## src/rtl/aud_defines.svh

```systemverilog
`ifndef AUD_DEFINES_SVH
`define AUD_DEFINES_SVH

// audio sample, left channel only
`define AUD_SAMPLE_W 16

// word address into the external 16-bit SRAM
`define AUD_ADDR_W 20

// recording depth in words, leaves headroom below 2**20
`define AUD_MEM_WORDS 1024000

// cycles a we_n / oe_n strobe stays low per access
`define AUD_SRAM_CYC 2

`endif
```

## src/rtl/aud_types_pkg.sv

```systemverilog
`include "aud_defines.svh"

package aud_types_pkg;

    typedef logic [`AUD_SAMPLE_W-1:0] sample_t;
    typedef logic [`AUD_ADDR_W-1:0]   sram_addr_t;
    typedef logic [4:0]               bit_cnt_t;    // 0..16, bit position in half frame

    // recorder FSM
    typedef enum logic [2:0] {
        RS_IDLE,
        RS_WAIT,    // started, waiting for a frame boundary
        RS_REC,
        RS_PAUSE,
        RS_FINISH
    } rec_state_e;

    // player FSM
    typedef enum logic [2:0] {
        PS_IDLE,
        PS_FETCH,   // first word on its way from SRAM
        PS_WAIT,
        PS_SHIFT,
        PS_FINISH
    } play_state_e;

endpackage

```

## src/rtl/aud_bus_pkg.sv

```systemverilog
package aud_bus_pkg;

    import aud_types_pkg::*;

    // recorder to controller, held stable while req is high
    typedef struct packed {
        sram_addr_t addr;
        sample_t    data;
    } mem_wr_t;

    // player to controller
    typedef struct packed {
        sram_addr_t addr;
    } mem_rd_t;

    // chip pins, strobes active low
    typedef struct packed {
        sram_addr_t addr;
        sample_t    wdata;
        logic       we_n;
        logic       oe_n;
    } sram_pins_t;

endpackage

```

## src/rtl/aud_top.sv

```systemverilog
`timescale 1ns/1ps
`include "aud_defines.svh"

module aud_top
    import aud_types_pkg::*, aud_bus_pkg::*;
#(
    parameter int P_MEM_WORDS = `AUD_MEM_WORDS
) (
    input  logic       i_clk,
    input  logic       i_rst_n,
    input  logic       i_lrc,
    input  logic       i_adcdat,
    input  logic       i_rec_start,
    input  logic       i_rec_pause,
    input  logic       i_rec_stop,
    input  logic       i_play_start,
    input  logic       i_play_stop,
    output logic       o_dacdat,
    output logic       o_rec_finish,
    output logic       o_play_finish,
    output sram_pins_t o_sram,
    input  sample_t    i_sram_rdata
);

    logic       wr_req;
    logic       wr_ack;
    mem_wr_t    wr;
    logic       rd_req;
    logic       rd_ack;
    mem_rd_t    rd;
    sample_t    rd_data;
    sram_addr_t rec_len;    // words recorded, bounds playback

    aud_recorder #(
        .P_MEM_WORDS (P_MEM_WORDS)
    ) u_recorder (
        .i_clk    (i_clk),
        .i_rst_n  (i_rst_n),
        .i_lrc    (i_lrc),
        .i_start  (i_rec_start),
        .i_pause  (i_rec_pause),
        .i_stop   (i_rec_stop),
        .i_adcdat (i_adcdat),
        .o_wr_req (wr_req),
        .o_wr     (wr),
        .i_wr_ack (wr_ack),
        .o_addr   (rec_len),
        .o_finish (o_rec_finish)
    );

    aud_player u_player (
        .i_clk     (i_clk),
        .i_rst_n   (i_rst_n),
        .i_lrc     (i_lrc),
        .i_start   (i_play_start),
        .i_stop    (i_play_stop),
        .i_length  (rec_len),
        .o_rd_req  (rd_req),
        .o_rd      (rd),
        .i_rd_ack  (rd_ack),
        .i_rd_data (rd_data),
        .o_dacdat  (o_dacdat),
        .o_finish  (o_play_finish)
    );

    aud_sram_ctrl u_sram_ctrl (
        .i_clk        (i_clk),
        .i_rst_n      (i_rst_n),
        .i_wr_req     (wr_req),
        .o_wr_ack     (wr_ack),
        .i_wr         (wr),
        .i_rd_req     (rd_req),
        .o_rd_ack     (rd_ack),
        .i_rd         (rd),
        .o_rd_data    (rd_data),
        .o_sram       (o_sram),
        .i_sram_rdata (i_sram_rdata)
    );

endmodule

```

## src/rtl/aud_sram_ctrl.sv

```systemverilog
`timescale 1ns/1ps
`include "aud_defines.svh"

module aud_sram_ctrl
    import aud_types_pkg::*, aud_bus_pkg::*;
(
    input  logic       i_clk,
    input  logic       i_rst_n,
    input  logic       i_wr_req,
    output logic       o_wr_ack,
    input  mem_wr_t    i_wr,
    input  logic       i_rd_req,
    output logic       o_rd_ack,
    input  mem_rd_t    i_rd,
    output sample_t    o_rd_data,
    output sram_pins_t o_sram,
    input  sample_t    i_sram_rdata
);

    typedef enum logic [1:0] {C_IDLE, C_ACCESS, C_GAP, C_ACK} ctrl_state_e;

    localparam logic [3:0] CYC_LAST = 4'(`AUD_SRAM_CYC - 1);

    ctrl_state_e state;
    logic        is_wr;
    logic [3:0]  cyc;
    logic        we_n;
    logic        oe_n;
    sram_addr_t  addr;
    sample_t     wdata;
    logic        req_held;

    assign req_held = is_wr ? i_wr_req : i_rd_req;
    assign o_sram   = '{addr: addr, wdata: wdata, we_n: we_n, oe_n: oe_n};

    //////////////////////////////
    // access FSM, writes first
    always_ff @(posedge i_clk) begin
        if (i_rst_n) begin
            state    <= C_IDLE;
            is_wr    <= 1'b0;
            cyc      <= '0;
            we_n     <= 1'b1;
            oe_n     <= 1'b1;
            o_wr_ack <= 1'b0;
            o_rd_ack <= 1'b0;
        end else begin
            case (state)
                C_IDLE: begin
                    cyc <= '0;
                    if (i_wr_req) begin
                        is_wr <= 1'b1;
                        we_n  <= 1'b0;
                        state <= C_ACCESS;
                    end else if (i_rd_req) begin
                        is_wr <= 1'b0;
                        oe_n  <= 1'b0;
                        state <= C_ACCESS;
                    end
                end
                C_ACCESS: begin
                    cyc <= cyc + 4'd1;
                    if (cyc == CYC_LAST) begin
                        we_n  <= 1'b1;
                        oe_n  <= 1'b1;
                        state <= C_GAP;
                    end
                end
                C_GAP: begin
                    o_wr_ack <= is_wr;
                    o_rd_ack <= !is_wr;
                    state    <= C_ACK;
                end
                default: begin
                    if (!req_held) begin        // four-phase, ack drops after req
                        o_wr_ack <= 1'b0;
                        o_rd_ack <= 1'b0;
                        state    <= C_IDLE;
                    end
                end
            endcase
        end
    end

    always_ff @(posedge i_clk) begin
        if (state == C_IDLE) begin
            if (i_wr_req) begin
                addr  <= i_wr.addr;
                wdata <= i_wr.data;
            end else if (i_rd_req) begin
                addr <= i_rd.addr;
            end
        end
        if (state == C_ACCESS && cyc == CYC_LAST && !is_wr)
            o_rd_data <= i_sram_rdata;  // last cycle with oe_n low
    end

    a_no_bus_clash: assert property (@(posedge i_clk) disable iff (i_rst_n)
        !(!o_sram.we_n && !o_sram.oe_n));

    // an ack only ever answers a live request of its own port
    a_ack_has_req: assert property (@(posedge i_clk) disable iff (i_rst_n)
        ($rose(o_wr_ack) |-> i_wr_req) and ($rose(o_rd_ack) |-> i_rd_req));

endmodule

```

## src/rtl/aud_player.sv

```systemverilog
`timescale 1ns/1ps

module aud_player
    import aud_types_pkg::*, aud_bus_pkg::*;
(
    input  logic        i_clk,
    input  logic        i_rst_n,
    input  logic        i_lrc,
    input  logic        i_start,
    input  logic        i_stop,
    input  sram_addr_t  i_length,
    output logic        o_rd_req,
    output mem_rd_t     o_rd,
    input  logic        i_rd_ack,
    input  sample_t     i_rd_data,
    output logic        o_dacdat,
    output logic        o_finish
);

    localparam int W = $bits(sample_t);

    play_state_e state;
    sram_addr_t  rd_addr;       // next word to fetch
    sample_t     nxt_smp;       // prefetched word
    logic        nxt_vld;
    sample_t     shreg;
    bit_cnt_t    cnt;
    logic        lrc_d;
    logic        start_d;
    logic        stop_d;
    logic        stop_pend;

    logic lrc_fall;
    logic start_fall;
    logic active;
    logic stopping;
    logic stop_now;
    logic fetch0;
    logic rd_done;
    logic load;
    logic shifting;

    assign lrc_fall   = lrc_d & ~i_lrc;
    assign start_fall = start_d & ~i_start;
    assign active     = (state == PS_FETCH) || (state == PS_WAIT) || (state == PS_SHIFT);
    assign stopping   = active && (stop_pend || (stop_d & ~i_stop));
    assign stop_now   = stopping && !o_rd_req;  // let a pending read close first
    assign fetch0     = (state == PS_IDLE) && start_fall && (i_length != '0);
    assign rd_done    = o_rd_req && i_rd_ack;
    assign load       = lrc_fall && nxt_vld && !stopping &&
                        ((state == PS_WAIT) || (state == PS_SHIFT));
    assign shifting   = (state == PS_SHIFT) && !i_lrc && !lrc_fall && (cnt < bit_cnt_t'(W));
    assign o_finish   = (state == PS_FINISH);

    //////////////////////////////
    // FSM and serializer
    always_ff @(posedge i_clk) begin
        if (i_rst_n) begin
            state     <= PS_IDLE;
            rd_addr   <= '0;
            nxt_vld   <= 1'b0;
            cnt       <= '0;
            o_rd_req  <= 1'b0;
            o_dacdat  <= 1'b0;
            lrc_d     <= 1'b0;
            start_d   <= 1'b0;
            stop_d    <= 1'b0;
            stop_pend <= 1'b0;
        end else begin
            lrc_d   <= i_lrc;
            start_d <= i_start;
            stop_d  <= i_stop;
            if (stopping)
                stop_pend <= 1'b1;

            if (load) begin
                o_dacdat <= nxt_smp[W-1];       // MSB right after the lrc edge
                cnt      <= bit_cnt_t'(1);
                nxt_vld  <= 1'b0;
                o_rd_req <= (rd_addr != i_length);
            end else if (shifting) begin
                o_dacdat <= shreg[W-1];
                cnt      <= cnt + 1'b1;
            end else begin
                o_dacdat <= 1'b0;
            end

            if (rd_done) begin
                o_rd_req <= 1'b0;
                nxt_vld  <= 1'b1;
                rd_addr  <= rd_addr + 1'b1;
            end

            case (state)
                PS_IDLE: begin
                    if (fetch0) begin
                        state     <= PS_FETCH;
                        o_rd_req  <= 1'b1;
                        rd_addr   <= '0;
                        nxt_vld   <= 1'b0;
                        stop_pend <= 1'b0;
                    end else if (start_fall) begin
                        state <= PS_FINISH;     // nothing recorded
                    end
                end
                PS_FETCH, PS_WAIT, PS_SHIFT: begin
                    if (stop_now) begin
                        state     <= PS_FINISH;
                        stop_pend <= 1'b0;
                    end else if (rd_done && state == PS_FETCH) begin
                        state <= PS_WAIT;
                    end else if (load) begin
                        state <= PS_SHIFT;
                    end else if (lrc_fall && state == PS_SHIFT && !nxt_vld && !o_rd_req) begin
                        state <= PS_FINISH;     // last sample is out
                    end
                end
                default: state <= PS_IDLE;
            endcase
        end
    end

    always_ff @(posedge i_clk) begin
        if (rd_done)
            nxt_smp <= i_rd_data;
        if (load)
            shreg <= nxt_smp << 1;
        else if (shifting)
            shreg <= shreg << 1;
        if (fetch0)
            o_rd.addr <= '0;
        else if (load)
            o_rd.addr <= rd_addr;
    end

    // i_length comes from the recorder
    a_rd_in_range: assert property (@(posedge i_clk) disable iff (i_rst_n)
        o_rd_req |-> (o_rd.addr < i_length));

endmodule

```

## src/rtl/aud_recorder.sv

```systemverilog
`timescale 1ns/1ps
`include "aud_defines.svh"

module aud_recorder
    import aud_types_pkg::*, aud_bus_pkg::*;
#(
    parameter int P_MEM_WORDS = `AUD_MEM_WORDS
) (
    input  logic       i_clk,
    input  logic       i_rst_n,
    input  logic       i_lrc,
    input  logic       i_start,
    input  logic       i_pause,
    input  logic       i_stop,
    input  logic       i_adcdat,
    output logic       o_wr_req,
    output mem_wr_t    o_wr,
    input  logic       i_wr_ack,
    output sram_addr_t o_addr,
    output logic       o_finish
);

    localparam int         W         = $bits(sample_t);
    localparam sram_addr_t LAST_ADDR = sram_addr_t'(P_MEM_WORDS - 1);

    rec_state_e state;
    sample_t    shift;
    bit_cnt_t   cnt;
    logic       lrc_d;
    logic       start_d;
    logic       pause_d;
    logic       stop_d;
    logic       pause_tgl;      // pause/resume waiting for next frame
    logic       stop_pend;

    logic lrc_fall;
    logic start_fall;
    logic pause_fall;
    logic stop_fall;
    logic active;
    logic rec_next_frame;
    logic shift_en;
    logic word_done;
    logic full_hit;
    logic stop_now;

    //////////////////////////////
    // edges and capture control
    assign lrc_fall   = lrc_d & ~i_lrc;
    assign start_fall = start_d & ~i_start;     // act on button release
    assign pause_fall = pause_d & ~i_pause;
    assign stop_fall  = stop_d & ~i_stop;

    assign active = (state == RS_WAIT) || (state == RS_REC) || (state == RS_PAUSE);

    // does the frame starting now get captured
    assign rec_next_frame = active &&
                            (pause_tgl ? (state == RS_PAUSE) : (state != RS_PAUSE));

    assign shift_en  = lrc_fall ? rec_next_frame
                                : (state == RS_REC) && !i_lrc && (cnt != '0) &&
                                  (cnt < bit_cnt_t'(W));
    assign word_done = shift_en && !lrc_fall && (cnt == bit_cnt_t'(W - 1));
    assign full_hit  = o_wr_req && i_wr_ack && (o_addr == LAST_ADDR);
    assign stop_now  = (stop_pend || stop_fall) && !o_wr_req && !word_done;
    assign o_finish  = (state == RS_FINISH);

    //////////////////////////////
    // FSM
    always_ff @(posedge i_clk) begin
        if (i_rst_n) begin
            state     <= RS_IDLE;
            cnt       <= '0;
            o_addr    <= '0;
            o_wr_req  <= 1'b0;
            pause_tgl <= 1'b0;
            stop_pend <= 1'b0;
            lrc_d     <= 1'b0;
            start_d   <= 1'b0;
            pause_d   <= 1'b0;
            stop_d    <= 1'b0;
        end else begin
            lrc_d   <= i_lrc;
            start_d <= i_start;
            pause_d <= i_pause;
            stop_d  <= i_stop;

            if (pause_fall)
                pause_tgl <= ~pause_tgl;
            if (stop_fall && active)
                stop_pend <= 1'b1;
            if (shift_en)
                cnt <= lrc_fall ? bit_cnt_t'(1) : cnt + 1'b1;

            if (word_done)
                o_wr_req <= 1'b1;
            else if (i_wr_ack)
                o_wr_req <= 1'b0;
            if (o_wr_req && i_wr_ack)
                o_addr <= o_addr + 1'b1;    // word is in memory

            case (state)
                RS_IDLE: begin
                    if (start_fall) begin
                        state     <= RS_WAIT;
                        o_addr    <= '0;
                        pause_tgl <= 1'b0;
                        stop_pend <= 1'b0;
                    end
                end
                RS_WAIT, RS_REC, RS_PAUSE: begin
                    if (full_hit || stop_now) begin
                        state     <= RS_FINISH;
                        stop_pend <= 1'b0;
                    end else if (lrc_fall) begin
                        state     <= rec_next_frame ? RS_REC : RS_PAUSE;
                        pause_tgl <= pause_fall;
                    end
                end
                default: state <= RS_IDLE;
            endcase
        end
    end

    always_ff @(posedge i_clk) begin
        if (shift_en)
            shift <= {shift[W-2:0], i_adcdat};
        if (word_done)
            o_wr <= '{addr: o_addr, data: {shift[W-2:0], i_adcdat}};
    end

    // controller must have finished the last write before the next word is ready
    a_no_overrun: assert property (@(posedge i_clk) disable iff (i_rst_n)
        word_done |-> !o_wr_req);

    a_addr_range: assert property (@(posedge i_clk) disable iff (i_rst_n)
        int'(o_addr) <= P_MEM_WORDS);

endmodule

```

## config.mk

```make
export PLATFORM = sky130hd
export DESIGN_NAME = aud_top
export DESIGN_NICKNAME = d
export VERILOG_FILES = /design/src/rtl/aud_types_pkg.sv /design/src/rtl/aud_bus_pkg.sv /design/src/rtl/aud_top.sv /design/src/rtl/aud_sram_ctrl.sv /design/src/rtl/aud_player.sv /design/src/rtl/aud_recorder.sv
export VERILOG_INCLUDE_DIRS = /design/src /design/src/rtl
export SDC_FILE = /design/constraint.sdc
export NUM_CORES = 1
export LEC_CHECK = 0
export BUFFER_PORTS_ARGS = -buffer_cell sky130_fd_sc_hd__buf_2
export CORE_MARGIN = 1.5
export CORE_UTILIZATION = 33
export CTS_CLUSTER_DIAMETER = 50
export CTS_CLUSTER_SIZE = 20
export DETAILED_ROUTE_END_ITERATION = 16
export PLACE_DENSITY = 0.58
export SLEW_MARGIN = 20
export SYNTH_ARGS = -nofsm -noshare
export SYNTH_HDL_FRONTEND = slang
export SYNTH_HIERARCHICAL = 1
export SYNTH_SLANG_ARGS = --single-unit
```

## constraint.sdc

```tcl
create_clock -name i_clk -period 2.55 [get_ports i_clk]
set_input_delay 0 -clock i_clk [delete_from_list [all_inputs] [get_ports i_clk]]
set_output_delay 0 -clock i_clk [all_outputs]
set_load 0.01 [all_outputs]
```

==> results of run 1 <==
==> where the power goes <==
part	switching (W)	internal, W	leakage [nW]	total (W)
Sequential	0.0000150	0.00399	2.03	0.00400
Combinational	0.000135	0.000107	1.69	0.000242
Clock	0.00177	0.00263	0.518	0.00440
==> worst min path at each step <==
stage | start | to | slack [ns] | cells after the start
floorplan | i_rst_n | u_player/lrc_d | 0.07 | 1
global placement | i_sram_rdata[14] | u_sram_ctrl/o_rd_data[14] | 0.18 | 1
detailed placement | i_sram_rdata[12] | u_sram_ctrl/o_rd_data[12] | 0.18 | 1
CTS | i_sram_rdata[15] | u_sram_ctrl/o_rd_data[15] | 0.14 | 2
global route | i_sram_rdata[12] | u_sram_ctrl/o_rd_data[12] | 0.14 | 2
finish | i_sram_rdata[14] | u_sram_ctrl/o_rd_data[14] | 0.16 | 2
==> final cells by class <==
cell class | instances | area, um2 | area share
flip-flops and latches | 235 | 6046 | 0.5310
clock buffers | 34 | 787.0 | 0.06913
repair buffers | 109 | 725.7 | 0.06374
multi-input cells | 483 | 3010 | 0.2644
well taps | 378 | 473.0 | 0.04154
clock inverters | 22 | 286.5 | 0.02517
inverters | 15 | 56.30 | 0.004946
==> per-layer routing <==
| metal | up-vias | global-route usage | part of all wire |
|---|---|---|---|
| met3 | 28 | 0.02359 | 0.049 |
| met1 | 2750 | 0.1770 | 0.48 |
| met2 | 110 | 0.2067 | 0.45 |
| met4 | 0 | 0.03963 | 0.020 |
| met5 | - | 0 | 0 |
| li1 | 2938 | - | - |
==> worst register-to-register path, cell delays in order, from the launching register on <==
cell	delay, ns
dfxtp_1	0.35
inv_1	0.08
ha_1	0.13
or3b_2	0.48
nand3_1	0.23
nand2_1	0.45
nor2_1	0.24
a211oi_1	0.07
==> placed cells by master (no fill, tap or decap), types with 12 or more instances in the layout <==
cell	Yosys	layout
nand4_1	13	13
dfxtp_1	101	101
clkbuf_16	0	31
buf_2	8	65
a21oi_1	44	44
nor3_1	13	12
nor2b_1	12	12
mux2_2	21	21
xor2_1	51	51
nand3_1	26	26
xnor2_1	13	13
nor2_1	69	69
nand2_1	111	111
nor4_1	13	13
inv_1	15	15
buf_4	2	16
edfxtp_1	134	134
dlygate4sd3_1	0	28
==> Yosys cell counts, drive strengths merged (2+ instances only) <==
master / instances
nor2: 69
a21oi: 44
buf: 12
and2: 4
nand2b: 11
a31oi: 2
nor3: 13
a22oi: 2
o21ai: 7
and3: 8
nor2b: 12
o21bai: 3
nand4: 14
nor3b: 3
ha: 11
dfxtp: 101
or4b: 2
or3: 4
a211oi: 2
edfxtp: 134
or3b: 2
a221oi: 2
o21a: 2
nand2: 111
inv: 15
nor4b: 2
nor4: 16
mux2i: 4
nand3: 26
xor2: 51
mux2: 22
clkbuf: 20
xnor2: 13
a32oi: 2
and4: 3
or2: 2
==> through the flow <==
stage	total power (W)	setup slack [ns]	std cells	hold slack [ns]	cell area, um2
4_1_cts	0.008772	0.3905	1276	0.1381	11380
6_report	0.008645	0.3698	1276	0.1634	11380
3_5_place_dp	0.004297	0.3970	1192	0.1781	10030
3_3_place_gp	0.004292	0.4904	1192	0.1760	10030
2_1_floorplan	0.004229	0.4262	765	0.07161	9268
5_1_grt	0.008961	0.2051	1276	0.1419	11380
==> kinds of logic (layout without fill, tap and decap cells) <==
group | after synthesis | in the layout
simple gates | 305 | 305
compound gates | 77 | 77
buf+inv | 47 | 180
mux | 26 | 26
xor+xnor | 64 | 64
flops | 235 | 235
fa+ha+maj | 11 | 11
==> repair_timing <==
action,CTS,global route
resized for setup,0,0
hold buffers,28,0
hold endpoints to repair,36,0
==> sequential cells by signal, summed over array words and instances, names as in the netlist, 2 cells and up <==
| signal | count |
|---|---|
| u_sram_ctrl/addr | 20 |
| u_recorder/state | 3 |
| u_recorder/cnt | 5 |
| u_player/cnt | 5 |
| u_sram_ctrl/o_rd_data | 16 |
| u_recorder/o_addr | 20 |
| u_recorder/o_wr | 36 |
| u_sram_ctrl/state | 2 |
| u_player/o_rd | 20 |
| u_sram_ctrl/cyc | 4 |
| u_recorder/shift | 15 |
| u_sram_ctrl/wdata | 16 |
| u_player/rd_addr | 20 |
| u_player/state | 3 |
| u_player/shreg | 15 |
| u_player/nxt_smp | 16 |
==> results.sh, run 1 <==
export IMPL_rows=61
export IMPL_die_area_mm2=0.02908
export IMPL_grt_pass1_vias=5735
export IMPL_synth_cells=765
export IMPL_finalMaxSlewViolations=0
export IMPL_relSlewSlack=0.5301
export IMPL_drt_initial_drc_count=355
export IMPL_synth_edf_count=134
export IMPL_ys_seq_elements=235
export IMPL_cts_setup_buffers=0
export IMPL_p_leak_nw=4.234
export IMPL_avgSynthCellArea_um2=12.11
export IMPL_power_density_mw_per_mm2=759.4
export IMPL_worstPathArrival_ns=2.57
export IMPL_finalCoreUtilization=0.4109
export IMPL_grt_overflow_total=0
export IMPL_grt_pass1_wl_um=29990
export IMPL_critPathMaxFanout=16
export IMPL_start_util=0.3343
export IMPL_portBuffers=65
export IMPL_netlist_area_leader_share=0.4344
export IMPL_crit_chain="inv_1 > ha_1 > or3b_2 > nand3_1 > nand2_1 > nor2_1 > a211oi_1"
export IMPL_layout_drive_gt1_share=0.1915
export IMPL_syn2layout_area_growth_pct=22.91
export IMPL_path_buf_inv=1
export IMPL_ioPinCount=66
export IMPL_setup_viol=0
export IMPL_synth_top_family_by_area="simple AND/OR/NAND/NOR gates"
export IMPL_crit_path_end_kind="flip-flop"
export IMPL_ctsHtreeMaxLevel=1
export IMPL_maxCapViolCount=0
export IMPL_startpoint="u_recorder/cnt[0]"
export IMPL_tightest_slew_ns=0.7049
export IMPL_yosysWarnings=6
export IMPL_synth_compound_area_frac=0.05552
export IMPL_cp_slowest_cell="or3b_2"
export IMPL_synth_flop_cell="edfxtp_1"
export IMPL_cp_top_family="simple AND/OR/NAND/NOR gates"
export IMPL_diodes=0
export IMPL_die_w_um=170.5
export IMPL_cts_tree="yes"
export IMPL_ant_nets=0
export IMPL_clk_pin_slew_ns=0.06
export IMPL_rsz0062_at_grt="no"
export IMPL_post_dp_hpwl_um=11870
export IMPL_viasPerCell=4.566
export IMPL_routed_wl_um=18280
export IMPL_core_area_mm2=0.02771
export IMPL_drtPass1Iterations=4
export IMPL_die_h_um=170.5
export IMPL_synth_mux_area_frac=0.03107
export IMPL_crit_path_end="u_recorder/cnt[0]"
export IMPL_clockBufferDepth=3
export IMPL_synth_fa_ha_area_frac=0.01486
export IMPL_worstSetupPathType="reg -> reg"
export IMPL_grt_start_max_net_pins=33
export IMPL_peakVddDrop_mv=0.4311
export IMPL_synth_area_leaders="edfxtp_1, dfxtp_1, xor2_1"
export IMPL_cts_buffers=30
export IMPL_synth_xor_area_frac=0.06052
export IMPL_yosys_cell_types_count=63
export IMPL_clockRootBuffer="clkbuf_16"
export IMPL_hold_viol_final=0
export IMPL_worstPathRequired_ns=2.94
export IMPL_nFillCells=2642
export IMPL_vias=5826
export IMPL_grt_usage=0.1289
export IMPL_rr_endpoint="u_recorder/cnt[0]"
export IMPL_antenna_found_initial=0
export IMPL_ys_seq_area_frac=0.6527
export IMPL_status="complete, no violations"
export IMPL_fin_setup_tns_ns=0
export IMPL_max_stage_delay_ns=0.48
export IMPL_startpoint_type="flip-flop"
export IMPL_cts_sinks=235
export IMPL_synthSimpleGateAreaFrac=0.1625
export IMPL_clock_skew_ns=0.01233
export IMPL_worstSetupPathDepth=7
export IMPL_synth_largest_area_cell="edfxtp_1"
export IMPL_drc=0
export IMPL_worst_r2r_path_depth=7
export IMPL_fmax_mhz=458.7
export IMPL_nNetsFinal=910
export IMPL_hold_class="in -> reg"
export IMPL_async_reset_ff_frac=0
export IMPL_gp_congestion=0.7950
export IMPL_finalCriticalPeriod_ns=2.180
export IMPL_timing_rr_start="u_recorder/cnt[0]"
export IMPL_ff2ff_setup_slack_ns=0.37
export IMPL_syn_area_mm2=0.009263
export IMPL_period_share=0.8550
export IMPL_clk_latency_ns=0.54
export IMPL_syn_nets=801
export IMPL_avgRoutedWirePerCell_um=14.33
(Power assumes the default switching activity.)
==> run 2, diff against run 1 <==
Settings changed: CORE_UTILIZATION 33 to 54, PLACE_DENSITY 0.58 to 0.82.
==> run 2 against run 1 <==
Effect of this change: critical path depth did not move; fmax increased by 4.4%; final cell count fell by 13%.
==> results.sh, run 2 (synthesis gave the netlist of run 1 again) <==
export IMPL_holdWs_ns=0.2053
export IMPL_start_util=0.5566
export IMPL_rows=47
export IMPL_layout_commonest_cell="edfxtp_1"
export IMPL_setup_ws_ns=0.4622
export IMPL_worstPathRequired_ns=2.91
export IMPL_min_to="u_sram_ctrl/o_rd_data[5]"
export IMPL_cts_sinks=235
export IMPL_min_from="i_sram_rdata[5]"
export IMPL_ff2ff_setup_slack_ns=0.46
export IMPL_cts_buffers=22
export IMPL_routed_wl_um=17270
export IMPL_grt_start_max_net_pins=37
export IMPL_syn2layout_area_growth_pct=17.76
export IMPL_grt_overflow_total=0
export IMPL_p_leak_nw=4.108
export IMPL_finalCriticalPeriod_ns=2.088
export IMPL_setup_viol=0
export IMPL_clk_latency_ns=0.50
export IMPL_viasPerCell=5.392
export IMPL_fmax_mhz=479.0
export IMPL_peakVddDrop_mv=0.6044
export IMPL_gp_congestion=0.8767
export IMPL_drtPass1Iterations=5
export IMPL_relSlewSlack=0.5388
export IMPL_grt_usage=0.1987
export IMPL_cts_setup_buffers=0
export IMPL_layout_drive_gt1_share=0.1797
export IMPL_nNetsFinal=905
export IMPL_power_density_mw_per_mm2=696.8
export IMPL_clock_skew_ns=0.01274
export IMPL_dpl_cell_area_mm2=0.009841
export IMPL_maxCapViolCount=0
export IMPL_drc=0
export IMPL_largest_register_ffs=36
export IMPL_vias=5958
export IMPL_clockBufferDepth=3
export IMPL_drt_initial_drc_count=435
export IMPL_diodes=0
export IMPL_crit_path_end_kind="flip-flop"
export IMPL_worstSetupPathType="reg -> reg"
export IMPL_grt_pass1_vias=5736
export IMPL_clk_pin_slew_ns=0.06
export IMPL_avgRoutedWirePerCell_um=15.63
export IMPL_die_area_mm2=0.01795
export IMPL_cts_tree="yes"
export IMPL_hold_class="in -> reg"
export IMPL_portBuffers=65
export IMPL_antenna_found_initial=0
export IMPL_worst_r2r_path_depth=7
export IMPL_startpoint_type="flip-flop"
export IMPL_nFillCells=1211
export IMPL_ant_nets=0
export IMPL_rsz0062_at_grt="no"
export IMPL_finalMaxSlewViolations=0
export IMPL_rr_endpoint="u_recorder/cnt[0]"
export IMPL_min_path_cells=2
export IMPL_post_dp_hpwl_um=10940
export IMPL_tightest_slew_ns=0.6855
export IMPL_die_h_um=134.0
export IMPL_status="complete, no violations"
export IMPL_hold_viol_final=0
export IMPL_fin_setup_tns_ns=0
export IMPL_ioPinCount=66
export IMPL_period_share=0.8188
export IMPL_final_cell_mix="edfxtp_1, nand2_1, dfxtp_1, nor2_1, buf_2"
export IMPL_critPathMaxFanout=16
export IMPL_dp_slack_ns=0.4198
export IMPL_final_area_mm2=0.01091
export IMPL_top_register="u_recorder/o_wr"
export IMPL_worstPathArrival_ns=2.45
export IMPL_grt_pass1_wl_um=28690
export IMPL_timing_rr_start="u_recorder/cnt[0]"
export IMPL_core_area_mm2=0.01664
export IMPL_ctsHtreeMaxLevel=1
export IMPL_clockRootBuffer="clkbuf_16"
export IMPL_die_w_um=134.0
==> run 2: cell count changes in the layout (fill, tap and decap cells not counted), sizes merged, moves of 2 or more <==
| cell | delta |
|---|---|
| dlygate4sd3 | +2 |
| clkbuf | -7 |
| bufinv | -3 |
| clkinvlp | -2 |
| inv | -5 |
==> run 2: area by class of cell <==
cell class	instances	area, um2	area share
sequential	235	6046	0.5543
multi-input combinational	483	3010	0.2760
timing repair buffer	112	753.2	0.06905
clock buffer	27	621.8	0.05701
tap	220	275.3	0.02524
clock inverter	13	145.1	0.01331
inverter	15	56.30	0.005162
==> run 2: repair_timing <==
item,4_1_cts,5_1_grt
resized for setup,0,0
hold endpoints to repair,33,0
hold buffers,30,0
==> run 2: how the worst max path moves through the flow <==
stage | from | end | slack [ns] | cells after the start
5_1_grt | u_recorder/state[1] | u_recorder/cnt[0] | 0.26 | 5
3_3_place_gp | u_recorder/cnt[0] | u_recorder/cnt[0] | 0.53 | 7
4_1_cts | u_recorder/cnt[0] | u_recorder/cnt[0] | 0.43 | 7
6_report | u_recorder/cnt[0] | u_recorder/cnt[0] | 0.46 | 7
3_5_place_dp | u_recorder/cnt[0] | u_recorder/cnt[0] | 0.42 | 7
2_1_floorplan | u_sram_ctrl/state[1] | u_sram_ctrl/o_rd_data[0] | 0.43 | 5
==> run 2: critical path, stage by stage (launching register included) <==
cell and delay, ns:
dfxtp_1 0.34, inv_1 0.07, ha_1 0.12, or3b_2 0.47
nand3_1 0.23, nand2_1 0.44, nor2_1 0.21, a211oi_1 0.07
==> run 2: report_power, final <==
group,switching [W],total [W],internal (W)
Combinational,0.000137,0.000246,0.000109
Clock,0.00153,0.00336,0.00183
Sequential,0.0000145,0.00400,0.00398
Total,0.00168,0.00760,0.00592
==> run 2: stage by stage <==
step	cells	utilization	total power [W]
after floorplan	765	-	0.004229
after global placement	1035	0.5913	0.004285
after detailed placement	1035	0.5913	0.004292
after CTS	1105	0.6554	0.007673
after global routing	1105	0.6554	0.007853
final	1105	0.6554	0.007600
==> run 2: metal layers <==
layer | routed length, um | track usage
met4 | 412 | 0.07065
met1 | 7866 | 0.2671
met3 | 780 | 0.03401
met5 | 0 | 0
met2 | 8211 | 0.3276
